File: src/bus_pkg.sv
`default_nettype none

// system bus shared by the matrix refresh and pattern masters
package bus_pkg;

  ////////////////////////////////////////////////////////////
  // field widths
  ////////////////////////////////////////////////////////////

  // 16 bit byte address, one data byte per beat
  localparam int unsigned BUS_ADDR_W = 16;
  localparam int unsigned BUS_DATA_W = 8;
  // cycle type identifier
  localparam int unsigned BUS_CTI_W  = 3;

  typedef logic [BUS_ADDR_W-1:0] bus_addr_t;
  typedef logic [BUS_DATA_W-1:0] bus_data_t;
  typedef logic [BUS_CTI_W-1:0]  bus_cti_t;

  ////////////////////////////////////////////////////////////
  // master request and slave response
  ////////////////////////////////////////////////////////////

  // one master's request, cyc held for the whole transfer
  typedef struct packed {
    logic      cyc;
    logic      stb;
    logic      we;
    // single byte lane
    logic      sel;
    bus_addr_t adr;
    bus_data_t dat;
    bus_cti_t  cti;
  } bus_req_t;

  // one slave's response, dat only meaningful with ack
  typedef struct packed {
    logic      ack;
    bus_data_t dat;
  } bus_rsp_t;

  // driven onto the bus when no master holds cyc
  localparam bus_req_t BUS_IDLE_REQ = '0;

endpackage

`default_nettype wire

File: src/dfu_pkg.sv
`default_nettype none

// firmware update, flash pins and audio meter types
package dfu_pkg;

  ////////////////////////////////////////////////////////////
  // dfu states
  ////////////////////////////////////////////////////////////

  // standard dfu class state codes, as reported by the usb core
  typedef enum logic [7:0] {
    DFU_APP_IDLE            = 8'h00,
    DFU_APP_DETACH          = 8'h01,
    DFU_IDLE                = 8'h02,
    DFU_DNLOAD_SYNC         = 8'h03,
    DFU_DNBUSY              = 8'h04,
    DFU_DNLOAD_IDLE         = 8'h05,
    DFU_MANIFEST_SYNC       = 8'h06,
    DFU_MANIFEST            = 8'h07,
    DFU_MANIFEST_WAIT_RESET = 8'h08,
    DFU_UPLOAD_IDLE         = 8'h09,
    DFU_ERROR               = 8'h0a
  } dfu_state_e;

  ////////////////////////////////////////////////////////////
  // spi master outputs
  ////////////////////////////////////////////////////////////

  // d_dir bit set means that data line is driven
  typedef struct packed {
    logic       sck;
    logic       cs;
    logic [3:0] d_out;
    logic [3:0] d_dir;
  } spi_pins_t;

  ////////////////////////////////////////////////////////////
  // volume meter
  ////////////////////////////////////////////////////////////

  // two's complement mic sample
  typedef logic signed [11:0] sample_t;
  // wide enough for the magnitude of negative full scale
  typedef logic [11:0]        magnitude_t;
  // 0 is silent, 10 is full deflection
  typedef logic [3:0]         volume_level_t;

  localparam volume_level_t VOLUME_LEVEL_MAX = 4'd10;

endpackage

`default_nettype wire

File: src/bus_arbiter.sv
`default_nettype none

// fixed priority arbiter for the two bus masters
// matrix refresh (m0) wins over the pattern generator (m1)
module bus_arbiter import bus_pkg::*; (
  // matrix refresh master
  input  bus_req_t m0_req_i,
  // pattern generator master
  input  bus_req_t m1_req_i,
  // matrix register block
  input  bus_rsp_t mat_rsp_i,
  // frame memory
  input  bus_rsp_t mem_rsp_i,

  output bus_req_t bus_o,
  output bus_rsp_t rsp_o,
  output logic     m0_block_o,
  output logic     m1_block_o
);

  ////////////////////////////////////////////////////////////
  // request side
  ////////////////////////////////////////////////////////////

  // grant follows cyc directly, no grant register
  // a master keeps the bus for as long as it holds cyc
  always_comb begin
    if (m0_req_i.cyc) begin
      bus_o = m0_req_i;
    end else if (m1_req_i.cyc) begin
      bus_o = m1_req_i;
    end else begin
      // nobody on the bus
      bus_o = BUS_IDLE_REQ;
    end
  end

  // each master waits while the other one holds cyc
  assign m0_block_o = m1_req_i.cyc;
  assign m1_block_o = m0_req_i.cyc;

  ////////////////////////////////////////////////////////////
  // response side
  ////////////////////////////////////////////////////////////

  // both masters see the same merged response
  always_comb begin
    // either slave finishing ends the beat
    rsp_o.ack = mat_rsp_i.ack | mem_rsp_i.ack;

    // register block first, then frame memory
    if (mat_rsp_i.ack) begin
      rsp_o.dat = mat_rsp_i.dat;
    end else if (mem_rsp_i.ack) begin
      rsp_o.dat = mem_rsp_i.dat;
    end else begin
      // quiet data when no slave answers
      rsp_o.dat = '0;
    end
  end

endmodule

`default_nettype wire

File: src/dfu_flash_ctrl.sv
`default_nettype none

// spi flash sharing between the dfu engine and the frame memory
// controller, plus the warm-boot request after a usb bus reset
module dfu_flash_ctrl import dfu_pkg::*; (
  input  logic       clk,
  input  logic       rst_n_i,

  // dfu engine
  input  dfu_state_e dfu_state_i,
  input  logic       usb_reset_i,
  input  spi_pins_t  dfu_spi_i,
  output logic       dfu_miso_o,

  // frame memory controller
  input  logic       mem_busy_i,
  input  spi_pins_t  mem_spi_i,
  output logic [3:0] mem_d_o,

  // flash device
  input  logic [3:0] flash_d_i,
  output spi_pins_t  flash_spi_o,

  output logic       flash_busy_o,
  output logic       usb_to_flash_o,
  output logic       flash_to_usb_o,
  output logic       boot_req_o
);

  // dfu engine owns the flash
  logic dfu_busy;
  // bus reset seen on the previous clock
  logic usb_reset_q;

  ////////////////////////////////////////////////////////////
  // state decode
  ////////////////////////////////////////////////////////////

  always_comb begin
    // anything outside the idle states takes the flash
    dfu_busy       = 1'b1;
    usb_to_flash_o = 1'b0;
    flash_to_usb_o = 1'b0;
    case (dfu_state_i)
      DFU_APP_IDLE, DFU_APP_DETACH, DFU_IDLE: begin
        dfu_busy = 1'b0;
      end
      // download writes the flash
      DFU_DNLOAD_SYNC, DFU_DNBUSY, DFU_DNLOAD_IDLE: begin
        usb_to_flash_o = 1'b1;
      end
      // upload reads it back
      DFU_UPLOAD_IDLE: begin
        flash_to_usb_o = 1'b1;
      end
      default: begin
      end
    endcase
  end

  assign flash_busy_o = mem_busy_i | dfu_busy;

  ////////////////////////////////////////////////////////////
  // pin routing
  ////////////////////////////////////////////////////////////

  always_comb begin
    if (dfu_busy) begin
      flash_spi_o.sck   = dfu_spi_i.sck;
      flash_spi_o.cs    = dfu_spi_i.cs;
      // plain single-line spi, mosi on d0 and miso on d1
      flash_spi_o.d_out = {3'b000, dfu_spi_i.d_out[0]};
      flash_spi_o.d_dir = 4'b0001;
      dfu_miso_o        = flash_d_i[1];
      // memory side reads nothing meanwhile
      mem_d_o           = '0;
    end else begin
      // memory controller may run quad mode
      flash_spi_o = mem_spi_i;
      mem_d_o     = flash_d_i;
      dfu_miso_o  = 1'b0;
    end
  end

  ////////////////////////////////////////////////////////////
  // warm boot
  ////////////////////////////////////////////////////////////

  always_ff @(posedge clk) begin
    if (!rst_n_i) begin
      usb_reset_q <= 1'b0;
    end else begin
      usb_reset_q <= usb_reset_i;
    end
  end

  // host reset while detach is pending restarts into the bootloader
  assign boot_req_o = usb_reset_q && (dfu_state_i == DFU_APP_DETACH);

endmodule

`default_nettype wire

File: src/volume_meter.sv
`default_nettype none

// peak-hold volume meter
// peak magnitude of the valid samples over a fixed window,
// mapped to a 0..10 level at every window end
module volume_meter import dfu_pkg::*; #(
  // window length in clocks
  parameter int unsigned WINDOW_CYCLES = 60000
) (
  input  logic          clk,
  input  logic          rst_n_i,
  input  sample_t       sample_i,
  input  logic          sample_valid_i,
  output volume_level_t volume_o
);

  localparam int unsigned CNT_W = (WINDOW_CYCLES > 1) ? $clog2(WINDOW_CYCLES) : 1;
  // count of the last clock in a window
  localparam logic [CNT_W-1:0] CNT_LAST = CNT_W'(WINDOW_CYCLES - 1);

  logic [CNT_W-1:0] win_cnt;
  logic             win_end;
  magnitude_t       sample_mag;
  // sample magnitude, zero when not valid
  magnitude_t       cand_mag;
  magnitude_t       peak_q;
  // peak including this clock's sample
  magnitude_t       window_max;

  ////////////////////////////////////////////////////////////
  // level mapping
  ////////////////////////////////////////////////////////////

  // roughly logarithmic, by highest set bit
  function automatic volume_level_t level_of(input magnitude_t mag);
    volume_level_t lvl;
    if (mag[11] || mag[10]) begin
      lvl = VOLUME_LEVEL_MAX;
    end else if (mag[9]) begin
      lvl = 4'd8;
    end else if (mag[8]) begin
      lvl = 4'd6;
    end else if (mag[7]) begin
      lvl = 4'd4;
    end else if (mag[6]) begin
      lvl = 4'd3;
    end else if (mag[5]) begin
      lvl = 4'd2;
    end else if (mag[4]) begin
      lvl = 4'd1;
    end else begin
      // below 16 counts is treated as silence
      lvl = 4'd0;
    end
    return lvl;
  endfunction

  ////////////////////////////////////////////////////////////
  // peak hold
  ////////////////////////////////////////////////////////////

  // -2048 gives 2048, still fits in 12 unsigned bits
  assign sample_mag = sample_i[11] ? magnitude_t'(-sample_i) : magnitude_t'(sample_i);
  assign cand_mag   = sample_valid_i ? sample_mag : '0;
  assign window_max = (cand_mag > peak_q) ? cand_mag : peak_q;
  assign win_end    = (win_cnt == CNT_LAST);

  always_ff @(posedge clk) begin
    if (!rst_n_i) begin
      win_cnt  <= '0;
      peak_q   <= '0;
      volume_o <= '0;
    end else if (win_end) begin
      // publish this window, start the next one empty
      win_cnt  <= '0;
      peak_q   <= '0;
      volume_o <= level_of(window_max);
    end else begin
      win_cnt  <= win_cnt + 1'b1;
      peak_q   <= window_max;
    end
  end

endmodule

`default_nettype wire

File: src/badge_ctrl_top.sv
`default_nettype none

// badge controller glue
// bus arbitration, flash sharing with warm boot, volume meter
module badge_ctrl_top import bus_pkg::*, dfu_pkg::*; #(
  // 12 MHz / 200
  parameter int unsigned WINDOW_CYCLES = 60000
) (
  input  logic          clk,
  input  logic          rst_n_i,

  // system bus masters and slaves
  input  bus_req_t      m0_req_i,
  input  bus_req_t      m1_req_i,
  input  bus_rsp_t      mat_rsp_i,
  input  bus_rsp_t      mem_rsp_i,
  output bus_req_t      bus_o,
  output bus_rsp_t      rsp_o,
  output logic          m0_block_o,
  output logic          m1_block_o,

  // dfu engine and flash
  input  dfu_state_e    dfu_state_i,
  input  logic          usb_reset_i,
  input  logic          mem_busy_i,
  input  spi_pins_t     dfu_spi_i,
  input  spi_pins_t     mem_spi_i,
  input  logic [3:0]    flash_d_i,
  output spi_pins_t     flash_spi_o,
  output logic          dfu_miso_o,
  output logic [3:0]    mem_d_o,
  output logic          flash_busy_o,
  output logic          usb_to_flash_o,
  output logic          flash_to_usb_o,
  output logic          boot_req_o,

  // microphone
  input  sample_t       sample_i,
  input  logic          sample_valid_i,
  output volume_level_t volume_o
);

  ////////////////////////////////////////////////////////////
  // system bus
  ////////////////////////////////////////////////////////////

  bus_arbiter u_bus_arbiter (
    .m0_req_i   (m0_req_i),
    .m1_req_i   (m1_req_i),
    .mat_rsp_i  (mat_rsp_i),
    .mem_rsp_i  (mem_rsp_i),
    .bus_o      (bus_o),
    .rsp_o      (rsp_o),
    .m0_block_o (m0_block_o),
    .m1_block_o (m1_block_o)
  );

  ////////////////////////////////////////////////////////////
  // flash ownership
  ////////////////////////////////////////////////////////////

  dfu_flash_ctrl u_dfu_flash_ctrl (
    .clk            (clk),
    .rst_n_i        (rst_n_i),
    .dfu_state_i    (dfu_state_i),
    .usb_reset_i    (usb_reset_i),
    .dfu_spi_i      (dfu_spi_i),
    .dfu_miso_o     (dfu_miso_o),
    .mem_busy_i     (mem_busy_i),
    .mem_spi_i      (mem_spi_i),
    .mem_d_o        (mem_d_o),
    .flash_d_i      (flash_d_i),
    .flash_spi_o    (flash_spi_o),
    .flash_busy_o   (flash_busy_o),
    .usb_to_flash_o (usb_to_flash_o),
    .flash_to_usb_o (flash_to_usb_o),
    .boot_req_o     (boot_req_o)
  );

  // volume level for the pattern generator
  volume_meter #(
    .WINDOW_CYCLES (WINDOW_CYCLES)
  ) u_volume_meter (
    .clk            (clk),
    .rst_n_i        (rst_n_i),
    .sample_i       (sample_i),
    .sample_valid_i (sample_valid_i),
    .volume_o       (volume_o)
  );

endmodule

`default_nettype wire

File: config.mk
export PLATFORM = sky130hd
export DESIGN_NAME = badge_ctrl_top
export DESIGN_NICKNAME = d
export VERILOG_FILES = /design/src/bus_pkg.sv /design/src/dfu_pkg.sv /design/src/bus_arbiter.sv /design/src/dfu_flash_ctrl.sv /design/src/volume_meter.sv /design/src/badge_ctrl_top.sv
export SDC_FILE = /design/constraint.sdc
export NUM_CORES = 1
export LEC_CHECK = 0
export ABC_AREA = 1
export BUFFER_PORTS_ARGS = -buffer_cell sky130_fd_sc_hd__buf_4
export CORE_MARGIN = 5
export CORE_UTILIZATION = 46
export DETAILED_ROUTE_END_ITERATION = 8
export PLACE_DENSITY_LB_ADDON = 0.2
export SETUP_SLACK_MARGIN = 0.1
export SLEW_MARGIN = 5
export SYNTH_ARGS = -nofsm -noshare
export SYNTH_HDL_FRONTEND = slang
export SYNTH_SLANG_ARGS = --single-unit
File: constraint.sdc
create_clock -name clk -period 5.8 [get_ports clk]
set_input_delay 1.16 -clock clk [delete_from_list [all_inputs] [get_ports clk]]
set_output_delay 1.16 -clock clk [all_outputs]
set_load 0.02 [all_outputs]
Yosys cells after proc, flatten, opt, wreduce, memory -nomap -nowiden
Index checks and enable logic that the tools add are counted.
{"block": "classes", "mux": 20, "eq_ne": 7, "reduce_logical": 6, "bitwise_logic": 3, "addsub": 2, "magnitude_cmp": 1}
{"op": "2-to-1 mux 31 bit", "n": 2}
{"op": "2-to-1 mux 12 bit", "n": 3}
{"op": "2-to-1 mux 4 bit", "n": 7}
{"op": "adder 16 x 1 -> 16 bit (second input constant)", "n": 1}
{"op": "equality test 16 bit (second input constant)", "n": 1}
{"op": "equality test 8 x 2 -> 1 bit (second input constant)", "n": 2}
{"op": "equality test 8 x 3 -> 1 bit (second input constant)", "n": 2}
{"op": "2-to-1 mux 8 bit", "n": 2}
{"op": "greater-than comparator 12 bit", "n": 1}
{"op": "negator 12 bit", "n": 1}
{"op": "2-to-1 mux 10 bit", "n": 1}
{"op": "equality test 8 x 1 -> 1 bit (second input constant)", "n": 1}
{"op": "equality test 8 x 4 -> 1 bit (second input constant)", "n": 1}
{"op": "zero test 8 bit", "n": 1}
{"op": "OR reduction 3 bit", "n": 2}
{"op": "2-to-1 mux 1 bit", "n": 5}
{"op": "bitwise OR 1 bit", "n": 2}
{"op": "OR reduction 2 bit", "n": 1}
{"op": "logical AND 1 bit", "n": 1}
{"op": "logical OR 1 bit", "n": 1}
{"op": "inverter 1 bit", "n": 1}
{"block": "totals", "register_bits": 33, "elab_cells": 44, "out_inout_bits": 65}

Depth between registers and ports, before layout
Gate-level depths: netlist of run 1.
{"block": "logic_depth", "ltp_word": 12, "depth_mapped": 25, "mapped_depth_nobuf": 25}

Cells and area by module
A second synthesis of run 1 with hierarchy kept.
{"block": "unflattened", "hier_cells": 491, "area_unflattened_um2": 2966.6}
{"module": "volume_meter", "cells_each": 312, "n_inst": 1, "area_per_inst_um2": 2067.0}
{"module": "bus_arbiter", "cells_each": 131, "n_inst": 1, "area_per_inst_um2": 565.5}
{"module": "dfu_flash_ctrl", "cells_each": 48, "n_inst": 1, "area_per_inst_um2": 334.1}

Worst setup path after synthesis of run 1
Ideal clock, no wire load.
{"block": "synth_timing", "path_kind": "in2out", "start": "input port dfu_state_i[5]", "end": "output port flash_spi_o[1] in the netlist's numbering", "t_arrival_ps": 2362, "path_slack_ps": 2278, "stages": 6, "cell_sequence": "nor4_2 -> nand3_1 -> a21oi_2 -> inv_2 -> buf_2 -> nor2_1"}
{"item": "from (decl)", "line": "badge_ctrl_top.sv:23", "text": "input dfu_state_e dfu_state_i,"}
{"item": "to (decl)", "line": "badge_ctrl_top.sv:29", "text": "output spi_pins_t flash_spi_o,"}

==> run metrics, run 1 <==
status=complete, no violations; Max VDD drop=0.000239 V; worst min path class=reg2reg; Seq/Total Area, Yosys=0.230; Post-synth EDFFs=0; CTS tree=yes; Root Driver=clkbuf_8; CTS resizes=0; crit path max fanout=15; DRT antenna net count=0; critical path arrival=2.77 ns; max_slew headroom=0.452; clock-pin slew on the worst setup and hold paths=0.06 ns; Worst-Margin Slew=0.821 ns; final WL=9970 um; Most used DFF post-synth=dfxtp_1; pre-CTS setup slack=1.89 ns; crit end category=primary output; clock share of power=0.172; Distinct cells, synth=35; busiest grt layer=met2; total congestion overflow=0; switch share=0.421; vias in the first global route=3290; Worst Hold Launch=u_volume_meter.volume_o[0]; Async S/R FF share, synth=0; clock sink total=33; first-iteration detailed-routing DRC count=121; Die X=88.9 um; vias per inst=4.89; R2R Setup Slk=3.68 ns; net count after synthesis=637; # nets final=810; maxcap violations=0; Yosys top cell area share=0.230; met2 Usage GRT=0.433; Net Sw Power=399 uW; Top Ports=194; Worst path slowest cell=nor4_2; fin util=0.723; Largest stage delay, worst path=0.38 ns; Worst setup SP type=input pin; setup violators final=0; CP Cell Sequence=buf_4 -> nor4_2 -> nand3_1 -> a21oi_2 -> inv_2 -> or2_2 -> buf_4; Synth area leaders=dfxtp_1, nand2_1, nand3_1, inv_1, ha_1; Period minus WS final=3.93 ns; drt wl/cell=13.4 um; largest buffer count on any clock path=2; DRC=0; core area=5990 sq um; WHS Path Cells=2; Die Ht=88.9 um; global routing usage on met1=0.274; RSZ-0062 raised after global routing=false; share of layout cells above drive strength 1=0.343; largest net degree at the start of global routing=34; post-placement cell area=4250 sq um; count leader, synth=nand2_1; Max Slew Vio Count=0; capturing point of the worst reg2reg path=u_volume_meter.volume_o[3]; pwr/cell area=219 nW/um^2; sequential group share of total power=0.288; CP most frequent cell=buf_4; Power, Total=948 uW; Hold Vio Cnt, Final=0; required time of the worst setup path=4.64 ns; Post-CTS Setup Bufs=0; gpl congestion=0.822; row count=28; Final Worst Setup Slack=1.87 ns; Num CTS Buffers=5; RR Startpoint=u_volume_meter.peak_q[9]; Via Count=3636; reg2reg path depth=12; Design Area, Final=4330 sq um; Seq cells post-synth=33; Pre-antenna DRT Iters=5; internal power=549 uW; Post-synth top cells=nand2_1, inv_1, nand3_1; syn_area_per_cell=5.80 sq um; clock skew=0.00290 ns; n_diodes=0; H-Tree Depth=2; logic gate share of total power=0.540; clock latency on the worst-skew pair=0.28 ns; total track usage=0.239; synthesized cell area=2870 sq um; Endpoint, Worst Hold=u_volume_meter.volume_o[0]; initial antenna violation count=0; global-route track usage on met3=0.0479; critical path class=in2out; Leak=0.00246 uW; Gate Count Post-Synth=494; cell taking the most area after synthesis=dfxtp_1; hold_buf cts=0; Die ar.=7910 sq um; TNS Setup=0 ns; f_max=255 MHz; Starting Density=0.478; P&R area growth vs syn=51.2%; number of synthesis warnings=0; I/O Buffers=186; first-pass GRT wire length=15200 um; dpl hpwl=8270 um; final worst-path cycle share=0.677
-- logic make-up (layout without fill, tap and decap cells) --
| family | count (synthesis) | count (layout) | synth area share |
|---|---|---|---|
| simple gates | 301 | 301 | 0.472 |
| buf+inv | 98 | 272 | 0.139 |
| xor+xnor | 2 | 2 | 0.00611 |
| compound gates | 46 | 46 | 0.0908 |
| flops | 33 | 33 | 0.230 |
| fa+ha+maj | 14 | 14 | 0.0611 |
-- sequential cells by signal, indices dropped and copies added, names as in the netlist --
| register | flops |
|---|---|
| u_volume_meter.win_cnt | 16 |
| u_dfu_flash_ctrl.usb_reset_q | 1 |
| u_volume_meter.peak_q | 12 |
| u_volume_meter.volume_o | 4 |
-- worst max-delay path, delay by kind of cell --
| kind | cells | cell delay, ns |
|---|---|---|
| buffers and inverters | 3 | 0.45 |
| AOI/OAI and AO/OA | 1 | 0.28 |
| and+or+nand+nor | 3 | 0.87 |
-- metrics by stage --
step / std cells / hold slack [ns]
final: 743 / 0.451
after global routing: 743 / 0.469
after CTS: 743 / 0.450
after detailed placement: 735 / 0.436
after global placement: 735 / 0.426
after floorplan: 494 / 0.418
-- cells in the final DEF, fill, tap and decap left out, drive strengths merged, types with 9 or more instances in the layout --
master / count
o21ai: 20
nand3: 64
ha: 14
a21oi: 23
nand2: 166
nor3: 9
buf: 186
dfxtp: 33
inv: 78
nor2: 44
-- layer usage --
layer	part of all wire	wire [um]	vias to the layer above
met2	0.51	5070	116
met5	0	0	-
li1	-	-	1899
met4	0.033	332	0
met3	0.080	800	23
met1	0.38	3760	1598
-- power groups by stage --
stage	Sequential [uW]	Clock (uW)	Combinational, uW
3_3_place_gp	277	0	490
5_1_grt	276	181	577
4_1_cts	273	168	511
6_report	273	163	512
2_1_floorplan	275	0	362
3_5_place_dp	278	0	504
-- worst max path at each step --
| stage | start | cells past startpoint | to |
|---|---|---|---|
| finish | dfu_state_i[5] | 7 | flash_spi_o[0] |
| global route | dfu_state_i[5] | 7 | flash_spi_o[0] |
| CTS | dfu_state_i[5] | 7 | flash_spi_o[0] |
| detailed placement | dfu_state_i[5] | 7 | flash_spi_o[0] |
| global placement | dfu_state_i[5] | 7 | flash_busy_o |
| floorplan | dfu_state_i[5] | 6 | flash_spi_o[1] |
-- layout make-up --
| cell class | instances | area (sq um) |
|---|---|---|
| well taps | 75 | 93.8 |
| fillers | 511 | 1660 |
| repair buffers | 186 | 1400 |
| multi-input cells | 363 | 1810 |
| inverters | 78 | 293 |
| clock buffers | 6 | 72.6 |
| clock inverters | 2 | 10.0 |
| flip-flops and latches | 33 | 661 |
Power figures use the tool's default switching activity.
==> inputs of run 2 (changes only) <==
- ABC_AREA: 1 -> 0
- CORE_UTILIZATION: 46 -> 37
- clock period: 5.8 -> 3.2 ns (I/O delays scaled with it)
==> run 2 against run 1 <==
Effect of this change: the run now ends with negative setup slack left; setup slack lost 1.9 ns; area after synthesis is 7.3% lower; flip-flop and latch count did not move; clock skew grew 0.0075 ns; die area increased by 13%; design area up 6.9%; critical path depth is 5 higher; count of clock-buffer cells in the layout rose by 1; cell count fell by 15%; largest cell class unchanged; via count down 12%; utilization is 5.2 points lower.
==> run metrics, run 2 <==
status=complete, but fails checks; failing checks=negative setup slack; largest buffer count on any clock path=2 (unchanged); Design Area, Final=4630 sq um (+6.9%); clock skew=0.0104 ns (+0.00751 ns); critical path class=in2reg; Largest regs=u_volume_meter.win_cnt: 16 flops, u_volume_meter.peak_q: 12 flops, u_volume_meter.volume_o: 4 flops; Max VDD drop=0.000365 V (+53%); Max Slew Vio Count=0 (unchanged); clock sink total=33 (unchanged); RSZ-0062 raised after global routing=true; gpl congestion=0.794 (-3.4%); Worst-Margin Slew=0.484 ns (-0.337 ns); crit end category=flop; core area=6910 sq um (+15%); largest net degree at the start of global routing=35 (+2.9%); max_slew headroom=0.677 (+0.225); initial antenna violation count=0 (unchanged); number of synthesis warnings=0 (unchanged); Via Count=3185 (-12%); critical path arrival=3.38 ns (+0.61 ns); vias in the first global route=3062 (-6.9%); vias per inst=5.05 (+3.1%); Worst setup SP type=input pin; Finished Layout Cells=631 (-15%); Die ar.=8970 sq um (+13%); Most used DFF post-synth=dfxtp_1; maxcap violations=0 (unchanged); post-placement cell area=4340 sq um (+2.1%); most frequent cells in the layout=buf_4, a22o_1, nor2_1; Root Driver=clkbuf_8; Hold Vio Cnt, Final=0 (unchanged); share of layout cells above drive strength 1=0.484 (+0.141); pwr/cell area=339 nW/um^2 (+55%); Distinct cells, synth=55 (+57%); TNS Setup=-0.0123 ns (-0.0123 ns); clock-pin slew on the worst setup and hold paths=0.07 ns (about the same); # nets final=677 (-16%); cell taking the most area after synthesis=dfxtp_1; Seq cells post-synth=33 (unchanged); row count=30 (+7.1%); DRC=0 (unchanged); n_diodes=0 (unchanged); syn_area_per_cell=8.12 sq um (+40%); DRT antenna net count=0 (unchanged); max reg flops=16 (unchanged); Die Ht=94.7 um (+6.5%); Top Ports=194 (unchanged); Leak=0.00218 uW (-11%); drt wl/cell=16.4 um (+22%); total congestion overflow=0 (unchanged); Synth area leaders=dfxtp_1, a22o_1, ha_1, nor2_1, xor2_1; Yosys top cell area share=0.249 (+0.0182); final worst-path cycle share=1.00; first-pass GRT wire length=14800 um (-3.0%); f_max=311 MHz; worst min path class=reg2reg; P&R area growth vs syn=74.4%; register bank with the most flops=u_volume_meter.win_cnt; Starting Density=0.385 (-0.0939); Placed Cells=618 (-16%); commonest non-fill, non-tap cell in the layout=buf_4; Period minus WS final=3.21 ns; hold slack=0.469 ns (+0.0184 ns); clock latency on the worst-skew pair=0.28 ns (about the same); synthesized cell area=2660 sq um (-7.3%); Post-synth EDFFs=0 (unchanged); final WL=10300 um (+3.8%); dpl hpwl=8200 um (-0.87%); Async S/R FF share, synth=0 (unchanged); required time of the worst setup path=3.37 ns (-1.27 ns); first-iteration detailed-routing DRC count=106 (-12%); H-Tree Depth=2 (unchanged); Gate Count Post-Synth=327 (-34%); Pre-antenna DRT Iters=4 (-1); I/O Buffers=186 (unchanged); setup violators final=1 (+1); Die X=94.7 um (+6.5%); Num CTS Buffers=5 (unchanged); CTS tree=yes; Final Worst Setup Slack=-0.0123 ns (-1.88 ns); Post-synth top cells=a22o_1, nor2_1, dfxtp_1; crit path max fanout=7 (-8); Seq/Total Area, Yosys=0.249 (+0.0182); net count after synthesis=470 (-26%); total track usage=0.206 (-0.0332)
[run 2: cell count changes after synthesis, sizes merged, moves of 13 or more]
cell and change:
and2 +15, nand3 -55, nand2 -149, inv -59
a22o +36, xor2 +13
[run 2: layout make-up]
class                      instances  area (sq um)
multi-input combinational        257          1960
clock buffer                       7          86.3
sequential                        33           661
fill                             586          2270
clock inverter                     1          30.0
timing repair buffer             218          1690
inverter                          19          83.8
tap                               96           120
[run 2: report_power, final]
| group | internal [uW] | total, uW | switching [uW] |
|---|---|---|---|
| Clock | 254 | 401 | 147 |
| Sequential | 432 | 448 | 15.6 |
| Combinational | 386 | 721 | 334 |
| Total | 1070 | 1570 | 497 |
[run 2: final timing paths]
path / from / to / slack, ns / cells past startpoint
worst min-delay path: u_volume_meter.win_cnt[0] / u_volume_meter.win_cnt[0] / 0.47 / 1
worst min register to register: u_volume_meter.win_cnt[0] / u_volume_meter.win_cnt[0] / 0.47 / 1
worst max-delay path: sample_i[3] / u_volume_meter.volume_o[3] / -0.01 / 12
worst max register to register: u_volume_meter.win_cnt[0] / u_volume_meter.volume_o[2] / 1.05 / 7
[run 2: cells by family after synthesis]
kind of cell,Yosys count,share of synthesized area
muxes,15,0.0579
buffers and inverters,37,0.0589
adders and majority gates,14,0.0659
and+or+nand+nor,127,0.268
DFF,33,0.249
xor gates and xnor gates,20,0.0659
AOI/OAI and AO/OA,81,0.235
[run 2: layer usage]
layer	GRT usage	vias up	wire length, um
met2	0.375	101	5400
met3	0.0566	29	806
met4	0.0889	0	380
met1	0.220	1461	3760
met5	0	-	0
li1	-	1594	-
[run 2: critical path: stages]
cell,delay (ns)
buf_6,0.09
or4_4,0.61
o21ai_1,0.19
xnor2_1,0.11
and2_1,0.21
ha_1,0.39
nand4_1,0.19
a21o_1,0.23
a21oi_4,0.26
buf_12,0.17
and4bb_1,0.23
a21oi_1,0.08
[run 2: what timing repair did]
item	CTS	global route
hold buffers	0	0
pin swaps	0	15
resized for setup	2	28
buffers inserted	0	4
setup endpoints to repair	9	16
gates cloned	0	1
[run 2: per-stage QoR]
step | total power, uW | util | setup WS, ns
detailed placement | 1080 | 0.628 | -0.249
global route | 1650 | 0.671 | -0.133
CTS | 1500 | 0.646 | 0.0652
global placement | 1070 | 0.628 | -0.203
floorplan | 798 | - | -0.165
finish | 1570 | 0.671 | -0.0123
==> inputs of run 3 (changes only) <==
- ABC_AREA: 0 -> 1
- CORE_UTILIZATION: 37 -> 38
==> run 3 against run 2 <==
Effect of this change: the flow now finishes without violations; maximum frequency increased by 11%; global-route usage barely moved; count of clock-buffer cells in the layout is the same; non-clock buffer count shrank 23; total power up 26%; sequential share of layout area increased by 0.44 points; sequential power grew 10%; largest cell class unchanged.
==> run metrics, run 3 (synthesized netlist as in run 1, its figures left out) <==
status=complete, no violations; clock sink total=33 (unchanged); max_slew headroom=0.741 (+0.0641); n_diodes=0 (unchanged); CP top delay family=simple AND/OR/NAND/NOR gates; TNS Setup=0 ns (+0.0123 ns); first-iteration detailed-routing DRC count=120 (+13%); Largest regs=u_volume_meter.win_cnt: 16 flops, u_volume_meter.peak_q: 12 flops, u_volume_meter.volume_o: 4 flops; Max Slew Vio Count=0 (unchanged); final worst-path cycle share=0.901 (-0.103); pwr/cell area=440 nW/um^2 (+30%); setup violators final=0 (-1); DRC=0 (unchanged); f_max=347 MHz (+11%); CP most frequent cell=nand2_1; row count=31 (+3.3%); Top Ports=194 (unchanged); RSZ-0062 raised after global routing=false; area taken by flip-flops and latches=661 sq um (unchanged); Num CTS Buffers=5 (unchanged); Die ar.=9380 sq um (+4.5%); total track usage=0.205 (-0.000338); critical path arrival=3.05 ns (-0.33 ns); largest net degree at the start of global routing=34 (-2.9%); vias per inst=4.65 (-7.8%); Hold Vio Cnt, Final=0 (unchanged); initial antenna violation count=0 (unchanged); required time of the worst setup path=3.37 ns (about the same); # nets final=819 (+21%); multi-input logic area=1840 sq um (-6.2%); P&R area growth vs syn=56.8%; H-Tree Depth=2 (unchanged); clock skew=0.00686 ns (-0.00356 ns); core area=7290 sq um (+5.6%); Worst-Margin Slew=0.388 ns (-0.0965 ns); gpl congestion=0.838 (+5.5%); Max VDD drop=0.000393 V (+7.9%); maxcap violations=0 (unchanged); WHS Path Cells=1 (unchanged); RR Startpoint=u_volume_meter.peak_q[9]; Die X=96.9 um (+2.2%); reg2reg path depth=15 (+8); hold_buf cts=0 (unchanged); clock latency on the worst-skew pair=0.29 ns (about the same); largest buffer count on any clock path=2 (unchanged); Worst setup SP type=input pin; capturing point of the worst reg2reg path=u_volume_meter.volume_o[1]; R2R Setup Slk=1.10 ns (+0.05 ns); worst min path class=reg2reg; Buf+Inv Stages, Crit Path=3 (+1); Design Area, Final=4500 sq um (-3.0%); crit end category=flop; DRT antenna net count=0 (unchanged); Root Driver=clkbuf_8; Largest stage delay, worst path=0.29 ns (-0.32 ns); most frequent cells in the layout=buf_4, nand2_1, inv_1; fin util=0.617 (-0.0543); Pre-antenna DRT Iters=4 (unchanged); I/O Buffers=186 (unchanged); final WL=10200 um (-1.7%); Worst Hold Launch=u_volume_meter.win_cnt[0]; Fillers=684 (+17%); Worst path slowest cell=ha_1; vias in the first global route=3288 (+7.4%); commonest non-fill, non-tap cell in the layout=buf_4; critical path class=in2reg; share of layout cells above drive strength 1=0.356 (-0.128); Period minus WS final=2.88 ns (-0.329 ns); post-placement cell area=4310 sq um (-0.66%); Leak=0.00252 uW (+15%); CP Cell Sequence=buf_4 -> nor2_1 -> nand4_1 -> nand2_1 -> nand3_1 -> nand3_1 -> inv_1 -> ha_1 -> a21oi_1 -> nor2_1 -> nor2_1 -> nand3_4 -> nand2_8 -> buf_4 -> nand2_1 -> nand2_1 -> nand2_1 -> nand2_1 -> nand2_1 -> nand2_1 -> a21oi_2; crit path max fanout=12 (+5); CTS tree=yes; drt wl/cell=13.1 um (-20%); clock-pin slew on the worst setup and hold paths=0.07 ns (about the same); Die Ht=96.9 um (+2.2%); Starting Density=0.393 (+0.00850); max reg flops=16 (unchanged); Endpoint, Worst Hold=u_volume_meter.win_cnt[0]; total congestion overflow=0 (unchanged); first-pass GRT wire length=16200 um (+9.9%); Via Count=3612 (+13%); dpl hpwl=8250 um (+0.61%); register bank with the most flops=u_volume_meter.win_cnt
-- run 3: metrics by stage --
stage / cells / setup slack, ns / hold slack (ns) / power (uW)
6_report: 776 / 0.316 / 0.456 / 1980
5_1_grt: 776 / 0.0904 / 0.479 / 2130
4_1_cts: 771 / 0.217 / 0.455 / 1880
3_5_place_dp: 763 / -0.104 / 0.439 / 1470
3_3_place_gp: 763 / 0.0143 / 0.429 / 1430
2_1_floorplan: 494 / 0.398 / 0.418 / 1150
-- run 3: worst max-delay path by stage --
stage | from | to | slack (ns) | cells after the start
2_1_floorplan | sample_i[0] | u_volume_meter.volume_o[3] | 0.40 | 22
3_3_place_gp | sample_i[0] | u_volume_meter.volume_o[3] | 0.01 | 24
3_5_place_dp | sample_i[0] | u_volume_meter.volume_o[3] | -0.10 | 24
4_1_cts | sample_i[0] | u_volume_meter.volume_o[3] | 0.22 | 24
5_1_grt | sample_i[0] | u_volume_meter.volume_o[1] | 0.09 | 27
6_report | sample_i[2] | u_volume_meter.volume_o[1] | 0.32 | 21
-- run 3: what timing repair did --
| action | 4_1_cts | 5_1_grt |
|---|---|---|
| setup buffers | 0 | 5 |
| setup endpoints to repair | 0 | 5 |
| resized for setup | 0 | 6 |
-- run 3: where the power goes --
part	total, uW	switching, uW	internal, uW
clock	406	152	254
sequential	494	20.9	473
combinational	1080	602	474
total	1980	775	1200
-- run 3: worst register-to-register path: stages (launching register included) --
cell and delay, ns:
dfxtp_1 0.36, inv_1 0.06, ha_1 0.31, a21oi_1 0.16
nor2_1 0.06, nor2_1 0.20, nand3_4 0.14, nand2_8 0.13
buf_4 0.13, nand2_1 0.04, nand2_1 0.11, nand2_1 0.06
nand2_1 0.06, nand2_1 0.05, nand2_1 0.07, a21oi_2 0.05
-- run 3: area by class of cell --
class | count | share of cell area
Timing Repair Buffer | 195 | 0.326
Inverter | 78 | 0.0651
Sequential cell | 33 | 0.147
Clock inverter | 1 | 0.00668
Tap cell | 99 | 0.0276
Multi-Input combinational cell | 363 | 0.409
Clock buffer | 7 | 0.0192
-- run 3: layer usage --
layer	track usage	part of all wire
met1	0.245	0.42
met3	0.0410	0.044
met2	0.375	0.52
met5	0	0
met4	0.0475	0.014
